**src/common/mem_pkg.sv**
```systemverilog
package mem_pkg;

    // ====================================================================
    // Address and data.
    // ====================================================================
    typedef logic [31:0] addr_t;
    typedef logic [31:0] data_t;

    typedef enum logic [1:0] {
        SIZE_B = 2'd0,
        SIZE_H = 2'd1,
        SIZE_W = 2'd2
    } mem_size_e;

    typedef enum logic [1:0] {
        ERR_NONE     = 2'd0,
        ERR_MISALIGN = 2'd1,
        ERR_RANGE    = 2'd2
    } mem_err_e;

    // ====================================================================
    // Request and response.
    // ====================================================================
    typedef struct packed {
        logic      valid;
        addr_t     addr;    // Byte address.
        logic      wen;
        data_t     wdata;   // Sits in its byte lanes, as addr[1:0] selects.
        mem_size_e size;
    } mem_req_t;

    typedef struct packed {
        logic     valid;
        logic     error;
        mem_err_e err_kind;
        data_t    rdata;    // Whole aligned word.
    } mem_resp_t;

    // Byte lanes touched by an access.
    function automatic logic [3:0] lane_mask(input mem_size_e size, input logic [1:0] offset);
        logic [3:0] mask;
        case (size)
            SIZE_B:  mask = 4'b0001 << offset;
            SIZE_H:  mask = offset[1] ? 4'b1100 : 4'b0011;
            default: mask = 4'b1111;
        endcase
        return mask;
    endfunction

    function automatic logic misaligned(input mem_size_e size, input logic [1:0] offset);
        logic bad;
        case (size)
            SIZE_B:  bad = 1'b0;
            SIZE_H:  bad = offset[0];
            default: bad = |offset;     // Word needs both bits clear.
        endcase
        return bad;
    endfunction

endpackage

```
**src/mem_arbiter/mem_arbiter.sv**
```systemverilog
`timescale 1ns/1ps

module mem_arbiter (
    input  logic               clk,
    input  logic               reset,
    input  mem_pkg::mem_req_t  ireq,
    output logic               ireq_ready,
    output mem_pkg::mem_resp_t iresp,
    input  mem_pkg::mem_req_t  dreq,
    output logic               dreq_ready,
    output mem_pkg::mem_resp_t dresp,
    output mem_pkg::mem_req_t  mem_req,
    input  logic               mem_req_ready,
    input  mem_pkg::mem_resp_t mem_resp
);

    typedef enum logic [2:0] {
        I_CHECK,
        I_READY,
        I_VALID,
        D_CHECK,
        D_READY,
        D_VALID
    } state_e;

    state_e            state;
    state_e            state_next;
    mem_pkg::mem_req_t s_ireq;     // Held copy while memory is busy.
    mem_pkg::mem_req_t s_dreq;

    // ====================================================================
    // Controller.
    // ====================================================================
    always_comb begin
        state_next = state;
        case (state)
            I_CHECK: begin
                if (!ireq.valid) begin
                    state_next = D_CHECK;
                end else if (mem_req_ready) begin
                    state_next = I_VALID;
                end else begin
                    state_next = I_READY;
                end
            end
            I_READY: begin
                if (mem_req_ready) begin
                    state_next = I_VALID;
                end
            end
            I_VALID: begin
                if (mem_resp.valid) begin
                    state_next = D_CHECK;
                end
            end
            D_CHECK: begin
                if (!dreq.valid) begin
                    state_next = I_CHECK;
                end else if (mem_req_ready) begin
                    state_next = D_VALID;
                end else begin
                    state_next = D_READY;
                end
            end
            D_READY: begin
                if (mem_req_ready) begin
                    state_next = D_VALID;
                end
            end
            D_VALID: begin
                if (mem_resp.valid) begin
                    state_next = I_CHECK;
                end
            end
            default: state_next = I_CHECK;
        endcase
    end

    always_ff @(posedge clk) begin
        if (reset) begin
            state <= I_CHECK;
        end else begin
            state <= state_next;
        end
    end

    // Capture only when memory refuses the live request.
    always_ff @(posedge clk) begin
        if (state == I_CHECK && ireq.valid && !mem_req_ready) begin
            s_ireq <= ireq;
        end
        if (state == D_CHECK && dreq.valid && !mem_req_ready) begin
            s_dreq <= dreq;
        end
    end

    // ====================================================================
    // Request and response routing.
    // ====================================================================
    assign ireq_ready = (state == I_CHECK);
    assign dreq_ready = (state == D_CHECK);

    always_comb begin
        case (state)
            I_CHECK: mem_req = ireq;      // Same-cycle forward.
            I_READY: mem_req = s_ireq;
            D_CHECK: mem_req = dreq;
            D_READY: mem_req = s_dreq;
            default: mem_req = '0;        // Waiting on a response.
        endcase
    end

    always_comb begin
        iresp       = mem_resp;
        iresp.valid = (state == I_VALID) && mem_resp.valid;
        dresp       = mem_resp;
        dresp.valid = (state == D_VALID) && mem_resp.valid;
    end

    // Memory only answers what this controller sent.
    a_no_resp_in_check: assert property (@(posedge clk) disable iff (reset)
        mem_resp.valid |-> !(state inside {I_CHECK, D_CHECK}));

    a_ireq_held: assert property (@(posedge clk) disable iff (reset)
        (state == I_READY) |=> $stable(s_ireq));

    a_dreq_held: assert property (@(posedge clk) disable iff (reset)
        (state == D_READY) |=> $stable(s_dreq));

    a_state_legal: assert property (@(posedge clk) disable iff (reset)
        state inside {I_CHECK, I_READY, I_VALID, D_CHECK, D_READY, D_VALID});

endmodule

```
**config.mk**
```make
export PLATFORM = sky130hd
export DESIGN_NAME = mem_arbiter
export DESIGN_NICKNAME = d
export VERILOG_FILES = /design/src/common/mem_pkg.sv /design/src/mem_arbiter/mem_arbiter.sv
export SDC_FILE = /design/constraint.sdc
export NUM_CORES = 1
export LEC_CHECK = 0
export BUFFER_PORTS_ARGS = -buffer_cell sky130_fd_sc_hd__buf_2
export CORE_MARGIN = 1.5
export CORE_UTILIZATION = 40
export CTS_CLUSTER_DIAMETER = 40
export DETAILED_ROUTE_END_ITERATION = 10
export HOLD_SLACK_MARGIN = 0.06
export PLACE_DENSITY = 0.7
export SYNTH_ARGS = -nofsm -noshare
export SYNTH_HDL_FRONTEND = slang
export SYNTH_SLANG_ARGS = --single-unit
```
**constraint.sdc**
```tcl
create_clock -name clk -period 11.3 [get_ports clk]
set_clock_uncertainty 0.15 [all_clocks]
set_input_delay 0 -clock clk [delete_from_list [all_inputs] [get_ports clk]]
set_output_delay 0 -clock clk [all_outputs]
set_load 0.1 [all_outputs]
```
==> impl_metrics.env, run 1 <==
export IMPL_error="[ERROR RSZ-0060] Max buffer count reached."
export IMPL_gp_congestion=0.758
export IMPL_async_flop_share_pct=0
export IMPL_yosysWarnings=0
export IMPL_start_util_pct=40.6
export IMPL_place_area_sq_mm=0.00762
export IMPL_dp_cells=817
export IMPL_ys_flop_type="edfxtp_1"
export IMPL_io_pins=317
export IMPL_synthesis_nets=659
export IMPL_synth_edf_count=136
export IMPL_pre_cts_slack_ns=7.86
export IMPL_synth_largest_area_cell="edfxtp_1"
export IMPL_cts_resized=0
export IMPL_clockRootBuffer="clkbuf_16"
export IMPL_syn_area_sq_mm=0.00695
export IMPL_die_h_um=135
export IMPL_syn_area_per_cell_sq_um=14.4
export IMPL_stop_stage="clock tree synthesis (4_1_cts)"
export IMPL_cts_sinks=139
export IMPL_ys_top_cells_by_area="edfxtp_1, mux2i_1, a22o_1, o2bb2ai_1, buf_4"
export IMPL_numCtsBuffers=17
export IMPL_ys_seq_elements=139
export IMPL_port_buffer_count=211
export IMPL_netlist_cell_type_count=32
export IMPL_die_w_um=135
export IMPL_ctsHoldBuffers=171
export IMPL_max_clock_path_buffers=2
export IMPL_row_count=48
export IMPL_htree_levels=4
export IMPL_syn_inst=484
export IMPL_ys_seq_area_share_pct=59.6
export IMPL_dp_hpwl_um=12100
export IMPL_synth_top_cell_area_share_pct=58.7
export IMPL_post_cts_setup_buffers=0
export IMPL_status="aborted with a tool error"
==> logic make-up after synthesis <==
family          after synthesis  share of synthesized area, %
compound gates              143                          17.8
buf+inv                     113                          11.0
flops                       139                          59.6
mux                          68                          9.86
simple gates                 21                          1.78
==> cell usage after synthesis (all sizes together), types with 3 or more instances <==
cell,number
nand2b,3
o2bb2ai,67
a22o,67
buf,99
dfxtp,3
edfxtp,136
nor3,5
mux2i,67
clkbuf,12
==> per-stage QoR <==
step / hold WS (ns) / utilization (%)
2_1_floorplan: -0.0809 / -
3_5_place_dp: -0.149 / 44.5
3_3_place_gp: -0.149 / 44.5
==> run 2, diff against run 1 <==
Settings changed: CORE_UTILIZATION 40 to 25, CTS_CLUSTER_DIAMETER 40 to not set, HOLD_SLACK_MARGIN 0.06 to not set, PLACE_DENSITY 0.7 to not set, PLACE_DENSITY_LB_ADDON set to 0.15.
==> run 2 against run 1 <==
  * Synthesized cell count unchanged
  * Synthesized area stayed put
  * The flow now finishes without violations
==> impl_metrics.env, run 2 <==
export IMPL_cts_resized=0
export IMPL_critical_path_buf_inv_count=1
export IMPL_finalSetupViolations=0
export IMPL_htree_levels=4
export IMPL_synth_top_cell_area_share_pct=58.7
export IMPL_drive_gt1_share_pct=36.8
export IMPL_syn_area_sq_mm=0.00695
export IMPL_clockRootBuffer="clkbuf_16"
export IMPL_final_antenna_net_count=0
export IMPL_cts_tree="built"
export IMPL_gp_congestion=0.748
export IMPL_ys_seq_area_share_pct=59.6
export IMPL_critical_path_class="reg -> reg"
export IMPL_synth_common_cells="edfxtp_1, buf_4, a22o_1, mux2i_1, o2bb2ai_1"
export IMPL_drc=0
export IMPL_numCtsBuffers=17
export IMPL_clk_pin_slew_ns=0.06
export IMPL_die_area_sq_mm=0.0288
export IMPL_synth_edf_count=136
export IMPL_finalMaxSlewViolations=0
export IMPL_cap_viol_max_count=0
export IMPL_vias=5294
export IMPL_first_global_vias=5703
export IMPL_met2_length_um=10500
export IMPL_max_freq_ghz=0.293
export IMPL_final_cell_mix="buf_2, dlygate4sd3_1, edfxtp_1"
export IMPL_ys_seq_elements=139
export IMPL_die_w_um=170
export IMPL_end_kind="flop"
export IMPL_fin_crit_sh_pct=30.2
export IMPL_yosysWarnings=0
export IMPL_reg_largest_list="s_dreq (68), s_ireq (68), state (3)"
export IMPL_post_cts_setup_buffers=0
export IMPL_crit_chain="and2_2 -> nand3_1 -> nor2_4 -> buf_4"
export IMPL_layout_min_cycle_time_ns=3.41
export IMPL_netlist_cell_type_count=32
export IMPL_worstSetupStartpointType="flop"
export IMPL_slew_headroom_pct=29.9
export IMPL_clk_latency_ns=0.41
export IMPL_grt_max_degree=81
export IMPL_ys_flop_type="edfxtp_1"
export IMPL_rsz0062_at_grt="false"
export IMPL_synth_largest_area_cell="edfxtp_1"
export IMPL_worst_slew_pin_slew_ns=1.05
export IMPL_wl_met3_um=1320
export IMPL_antenna_found_initial=2
export IMPL_cp_required_ns=11.20
export IMPL_track_usage_pct=14.6
export IMPL_grt_pass1_wl_um=32100
export IMPL_grt_overflow=0
export IMPL_crit_arrival_ns=3.31
export IMPL_synth_most_common_cell="edfxtp_1"
export IMPL_cts_sinks=139
export IMPL_ir_worst_vdd_mv=0.104
export IMPL_syn_area_per_cell_sq_um=14.4
export IMPL_ys_top_cells_by_area="edfxtp_1, mux2i_1, a22o_1, o2bb2ai_1, buf_4"
export IMPL_viasPerCell=4.51
export IMPL_pwr_density_cell_mw_per_mm2=197
export IMPL_nets=961
export IMPL_mostFrequentLayoutCell="buf_2"
export IMPL_crit_family="simple AND/OR/NAND/NOR gates"
export IMPL_hold_viol=0
export IMPL_core_area_sq_mm=0.0271
export IMPL_area_growth_synth_to_final_pct=50.9
export IMPL_slowest_stage="dfxtp_4"
export IMPL_start_util_pct=25.7
export IMPL_synthesis_nets=659
export IMPL_cp_max_fo=80
export IMPL_row_count=60
export IMPL_drtPass1Iterations=5
export IMPL_leakagePower_nw=4.12
export IMPL_min_path_type="in -> out"
export IMPL_drt_met1_wl_um=9100
export IMPL_async_flop_share_pct=0
export IMPL_tns_ns=0
export IMPL_io_pins=317
export IMPL_dp_hpwl_um=13400
export IMPL_routed_wl_um=21200
export IMPL_highest_layer="met4"
export IMPL_port_buffer_count=211
export IMPL_max_stage_delay_ns=1.00
export IMPL_routedWlPerCell_um=18.1
export IMPL_drt_iter0_drc=214
export IMPL_status="completed"
export IMPL_whs_ns=0.0313
export IMPL_syn_inst=484
export IMPL_die_h_um=170
export IMPL_max_clock_path_buffers=2
## run 2: cell counts after synthesis
No cell type changed its count.
## run 2: power breakdown
group / total (mW) / internal (mW) / switching, mW
clock network: 0.553 / 0.311 / 0.242
registers: 0.621 / 0.592 / 0.0291
logic: 0.894 / 0.209 / 0.686
## run 2: what timing repair did
action                     4_1_cts  5_1_grt
setup endpoints to repair        0        0
hold endpoints to repair       209        0
hold buffers                   175        0
## run 2: worst paths after layout
| path | slack [ns] | endpoint | depth (start not counted) | startpoint |
|---|---|---|---|---|
| worst max-delay path | 7.89 | s_dreq[8] | 4 | state[1] |
| worst min-delay path | 0.03 | dresp[34] | 1 | mem_resp[34] |
| worst min register to register | 0.58 | state[1] | 1 | state[2] |
| worst max register to register | 7.89 | s_dreq[8] | 4 | state[1] |
## run 2: through the flow
step                      instances  area (sq um)  power, mW  worst slack, ns  util [%]
after floorplan                 484          6950       1.35             3.35         -
after global placement          964          7810       1.36             7.88      28.8
after detailed placement        964          7810       1.37             7.77      28.8
after CTS                      1171         10500       2.10             7.81      38.7
after global routing           1173         10500       2.15             7.63      38.7
final                          1174         10500       2.07             7.89      38.7
## run 2: per-layer routing
layer | up-vias | GRT usage [%]
met5 | - | 0
met4 | 0 | 3.96
met3 | 19 | 4.34
met2 | 232 | 25.2
met1 | 2561 | 17.7
li1 | 2482 | -
## run 2: cell families after synthesis
kind of cell,synth area share (%)
AO/OA/AOI/OAI,17.8
flip-flops,59.6
buffers and inverters,11.0
multiplexers,9.86
AND/OR/NAND/NOR,1.78
## run 2: layout make-up
| cell class | instances | area, sq um |
|---|---|---|
| clock inverter | 15 | 153 |
| inverter | 2 | 7.51 |
| sequential | 139 | 4150 |
| tap | 372 | 465 |
| timing repair buffer | 394 | 3220 |
| fill | 2583 | 16600 |
| antenna | 3 | 7.51 |
| clock buffer | 17 | 425 |
| multi-input combinational | 232 | 2070 |
Note: power is estimated with default switching activity, not from simulation.
==> run 3, diff against run 2 <==
Clock period 11.3 ns to 3.4 ns, I/O delays scaled along.
==> run 3 against run 2 <==
  * Global-route usage grew 0.36 points
  * Via count grew 1.1%
  * Core utilization grew 1.8 points
  * Combinational power grew to 3.7 times the previous value
  * Largest cell class unchanged
  * Total power grew to 3.5 times the previous value
  * Non-clock buffer count grew 6
  * Highest routed layer unchanged
  * Register-to-register slack lost 7.2 ns
  * Largest power group unchanged
==> impl_metrics.env, run 3 (synthesis gave the netlist of run 2 again) <==
export IMPL_startpoint="state[2]"
export IMPL_start_util_pct=25.7
export IMPL_grt_overflow=0
export IMPL_crit_chain="inv_2 -> buf_4 -> a31oi_1 -> o22ai_1 -> buf_2"
export IMPL_worst_slew_pin_slew_ns=0.721
export IMPL_slew_headroom_pct=51.9
export IMPL_p_sw_share_pct=44.4
export IMPL_htree_levels=4
export IMPL_cts_tree="built"
export IMPL_layoutNonFillerInstCount=1178
export IMPL_cts_resized=0
export IMPL_combPwrFrac_pct=46.3
export IMPL_worstSetupStartpointType="flop"
export IMPL_final_cell_mix="buf_2, dlygate4sd3_1, edfxtp_1"
export IMPL_pwr_density_cell_mw_per_mm2=655
export IMPL_hold_viol=0
export IMPL_dp_hpwl_um=13400
export IMPL_drt_iter0_drc=234
export IMPL_cts_sinks=139
export IMPL_max_clock_path_buffers=2
export IMPL_power_internal_mw=4.00
export IMPL_port_buffer_count=211
export IMPL_drive_gt1_share_pct=36.8
export IMPL_cap_viol_max_count=0
export IMPL_ctsHoldBuffers=177
export IMPL_end_kind="primary output"
export IMPL_die_w_um=170
export IMPL_numCtsBuffers=17
export IMPL_ir_worst_vdd_mv=0.307
export IMPL_first_global_vias=5869
export IMPL_r2r_start="state[2]"
export IMPL_mostFrequentLayoutCell="buf_2"
export IMPL_finalMaxSlewViolations=0
export IMPL_critical_path_class="reg -> out"
export IMPL_final_fill_count=2553
export IMPL_nets=967
export IMPL_track_usage_pct=15.0
export IMPL_slowest_stage="buf_4"
export IMPL_row_count=60
export IMPL_tns_ns=0
export IMPL_status="completed"
export IMPL_rsz0062_at_grt="false"
export IMPL_crit_arrival_ns=2.76
export IMPL_max_freq_ghz=0.344
export IMPL_dp_cells=968
export IMPL_clk_pin_slew_ns=0.05
export IMPL_power_frac_seq_pct=28.0
export IMPL_grt_pass1_wl_um=32800
export IMPL_reg_largest_list="s_dreq (68), s_ireq (68), state (3)"
export IMPL_io_pins=317
export IMPL_gp_congestion=0.722
export IMPL_max_stage_delay_ns=0.67
export IMPL_routedWlPerCell_um=18.4
export IMPL_finalSetupViolations=0
export IMPL_antenna_found_initial=1
export IMPL_cp_max_fo=57
export IMPL_viasPerCell=4.54
export IMPL_post_cts_setup_buffers=0
export IMPL_vias=5352
export IMPL_pwr_share_clk_pct=25.8
export IMPL_core_area_sq_mm=0.0271
export IMPL_clockRootBuffer="clkbuf_16"
export IMPL_die_area_sq_mm=0.0288
export IMPL_drtPass1Iterations=4
export IMPL_clk_latency_ns=0.42
export IMPL_drc=0
export IMPL_layout_min_cycle_time_ns=2.91
export IMPL_grt_max_degree=79
export IMPL_min_path_type="in -> out"
export IMPL_fin_crit_sh_pct=85.5
export IMPL_hold_start="mem_resp[27]"
export IMPL_area_growth_synth_to_final_pct=57.9
export IMPL_power_switching_mw=3.19
export IMPL_routed_wl_um=21700
export IMPL_final_antenna_net_count=0
export IMPL_cp_required_ns=3.25
export IMPL_leakagePower_nw=4.27
export IMPL_die_h_um=170
run 3: changes by cell type in the layout (fill, tap and decap cells not counted), moves of 2 or more:
cell           delta
clkinvlp_4        +2
buf_2            -27
buf_4             +2
clkinv_4          -3
dlygate4sd3_1     +2
inv_8             -3
diode_2           -2
clkbuf_1          +2
buf_12           +29
run 3: through the flow:
| stage | total power, mW | util, % | area (sq um) | worst slack, ns | hold slack [ns] |
|---|---|---|---|---|---|
| after global placement | 4.82 | 30.5 | 8280 | 0.953 | -0.149 |
| after detailed placement | 4.82 | 30.5 | 8280 | 0.871 | -0.149 |
| after floorplan | 4.50 | - | 6980 | 0.0314 | -0.0809 |
| after CTS | 7.26 | 40.5 | 11000 | 0.410 | 0.0313 |
| after global routing | 7.44 | 40.5 | 11000 | 0.329 | 0.0326 |
| final | 7.18 | 40.5 | 11000 | 0.493 | 0.0310 |
run 3: metal layers:
layer	up-vias	track usage (%)	wire length (um)
met5	-	0	0
met4	0	3.39	156
met2	229	26.3	10800
met3	13	4.03	1380
li1	2496	-	-
met1	2614	18.2	9370
run 3: critical path: cells and delay by family, from the launching register on:
kind / cells / cell delay (ns)
buffers and inverters: 3 / 1.53
AO/OA/AOI/OAI: 2 / 0.33
flip-flops: 1 / 0.45
run 3: power groups by stage:
stage	clock network [mW]	logic (mW)	registers, mW
floorplan	0	2.48	2.02
global placement	0	2.77	2.04
detailed placement	0	2.78	2.05
CTS	1.91	3.34	2.01
global route	1.98	3.44	2.02
finish	1.85	3.32	2.01
run 3: path summary, 6_finish.rpt:
| path | to | cells after the start | slack, ns |
|---|---|---|---|
| setup / recovery | mem_req[67] | 5 | 0.49 |
| hold / removal | iresp[27] | 1 | 0.03 |
| setup reg to reg | state[0] | 5 | 0.69 |
| hold reg to reg | s_ireq[63] | 2 | 1.04 |
run 3: area by class of cell:
cell class	instances	area (sq um)	share of cell area, %
Sequential cell	139	4150	37.8
Timing Repair Buffer	400	3700	33.7
Multi-Input combinational cell	232	2070	18.9
Tap cell	372	465	4.24
Clock buffer	19	433	3.94
Clock inverter	13	143	1.30
Inverter	2	7.51	0.0684
Antenna cell	1	2.50	0.0228
==> run 4, diff against run 3 <==
Settings changed: CORE_UTILIZATION 25 to 48, SKIP_LAST_GASP set to 1.
==> run 4 against run 3 <==
  * The run now fails in clock tree synthesis (4_1_cts)
  * Synthesized area did not move
  * Synthesized cell count did not move
==> impl_metrics.env, run 4 <==
export IMPL_max_clock_path_buffers=2
export IMPL_die_w_um=123
export IMPL_cts_resized=0
export IMPL_ys_seq_elements=139
export IMPL_ctsHoldBuffers=162
export IMPL_synth_largest_area_cell="edfxtp_1"
export IMPL_synth_edf_count=136
export IMPL_synth_top_cell_area_share_pct=58.7
export IMPL_error="[ERROR RSZ-0060] Max buffer count reached."
export IMPL_numCtsBuffers=17
export IMPL_gp_congestion=0.780
export IMPL_netlist_cell_type_count=32
export IMPL_synthesis_nets=659
export IMPL_syn_inst=484
export IMPL_dp_hpwl_um=12000
export IMPL_io_pins=317
export IMPL_async_flop_share_pct=0
export IMPL_htree_levels=4
export IMPL_post_cts_setup_buffers=0
export IMPL_clockRootBuffer="clkbuf_16"
export IMPL_cts_sinks=139
export IMPL_status="aborted with a tool error"
export IMPL_ys_seq_area_share_pct=59.6
export IMPL_ys_flop_type="edfxtp_1"
export IMPL_yosysWarnings=0
export IMPL_synth_common_cells="edfxtp_1, buf_4, a22o_1, mux2i_1, o2bb2ai_1"
export IMPL_synth_most_common_cell="edfxtp_1"
export IMPL_die_h_um=123
export IMPL_stop_stage="clock tree synthesis (4_1_cts)"
export IMPL_syn_area_sq_mm=0.00695
export IMPL_syn_area_per_cell_sq_um=14.4
export IMPL_ys_top_cells_by_area="edfxtp_1, mux2i_1, a22o_1, o2bb2ai_1, buf_4"
export IMPL_row_count=43
export IMPL_port_buffer_count=211
export IMPL_start_util_pct=49.7
[run 4: cells by family after synthesis]
kind of cell / count (synthesis) / share of synthesized area, %
AO/OA/AOI/OAI: 143 / 17.8
buffers and inverters: 113 / 11.0
multiplexers: 68 / 9.86
flip-flops: 139 / 59.6
AND/OR/NAND/NOR: 21 / 1.78
[run 4: stage by stage]
stage               cell area, sq um  instances  hold WS [ns]  setup WS, ns  utilization (%)
detailed placement              7610        777        -0.149         0.915             54.4
floorplan                       6980        484       -0.0809        0.0314                -
global placement                7610        777        -0.149         0.999             54.4
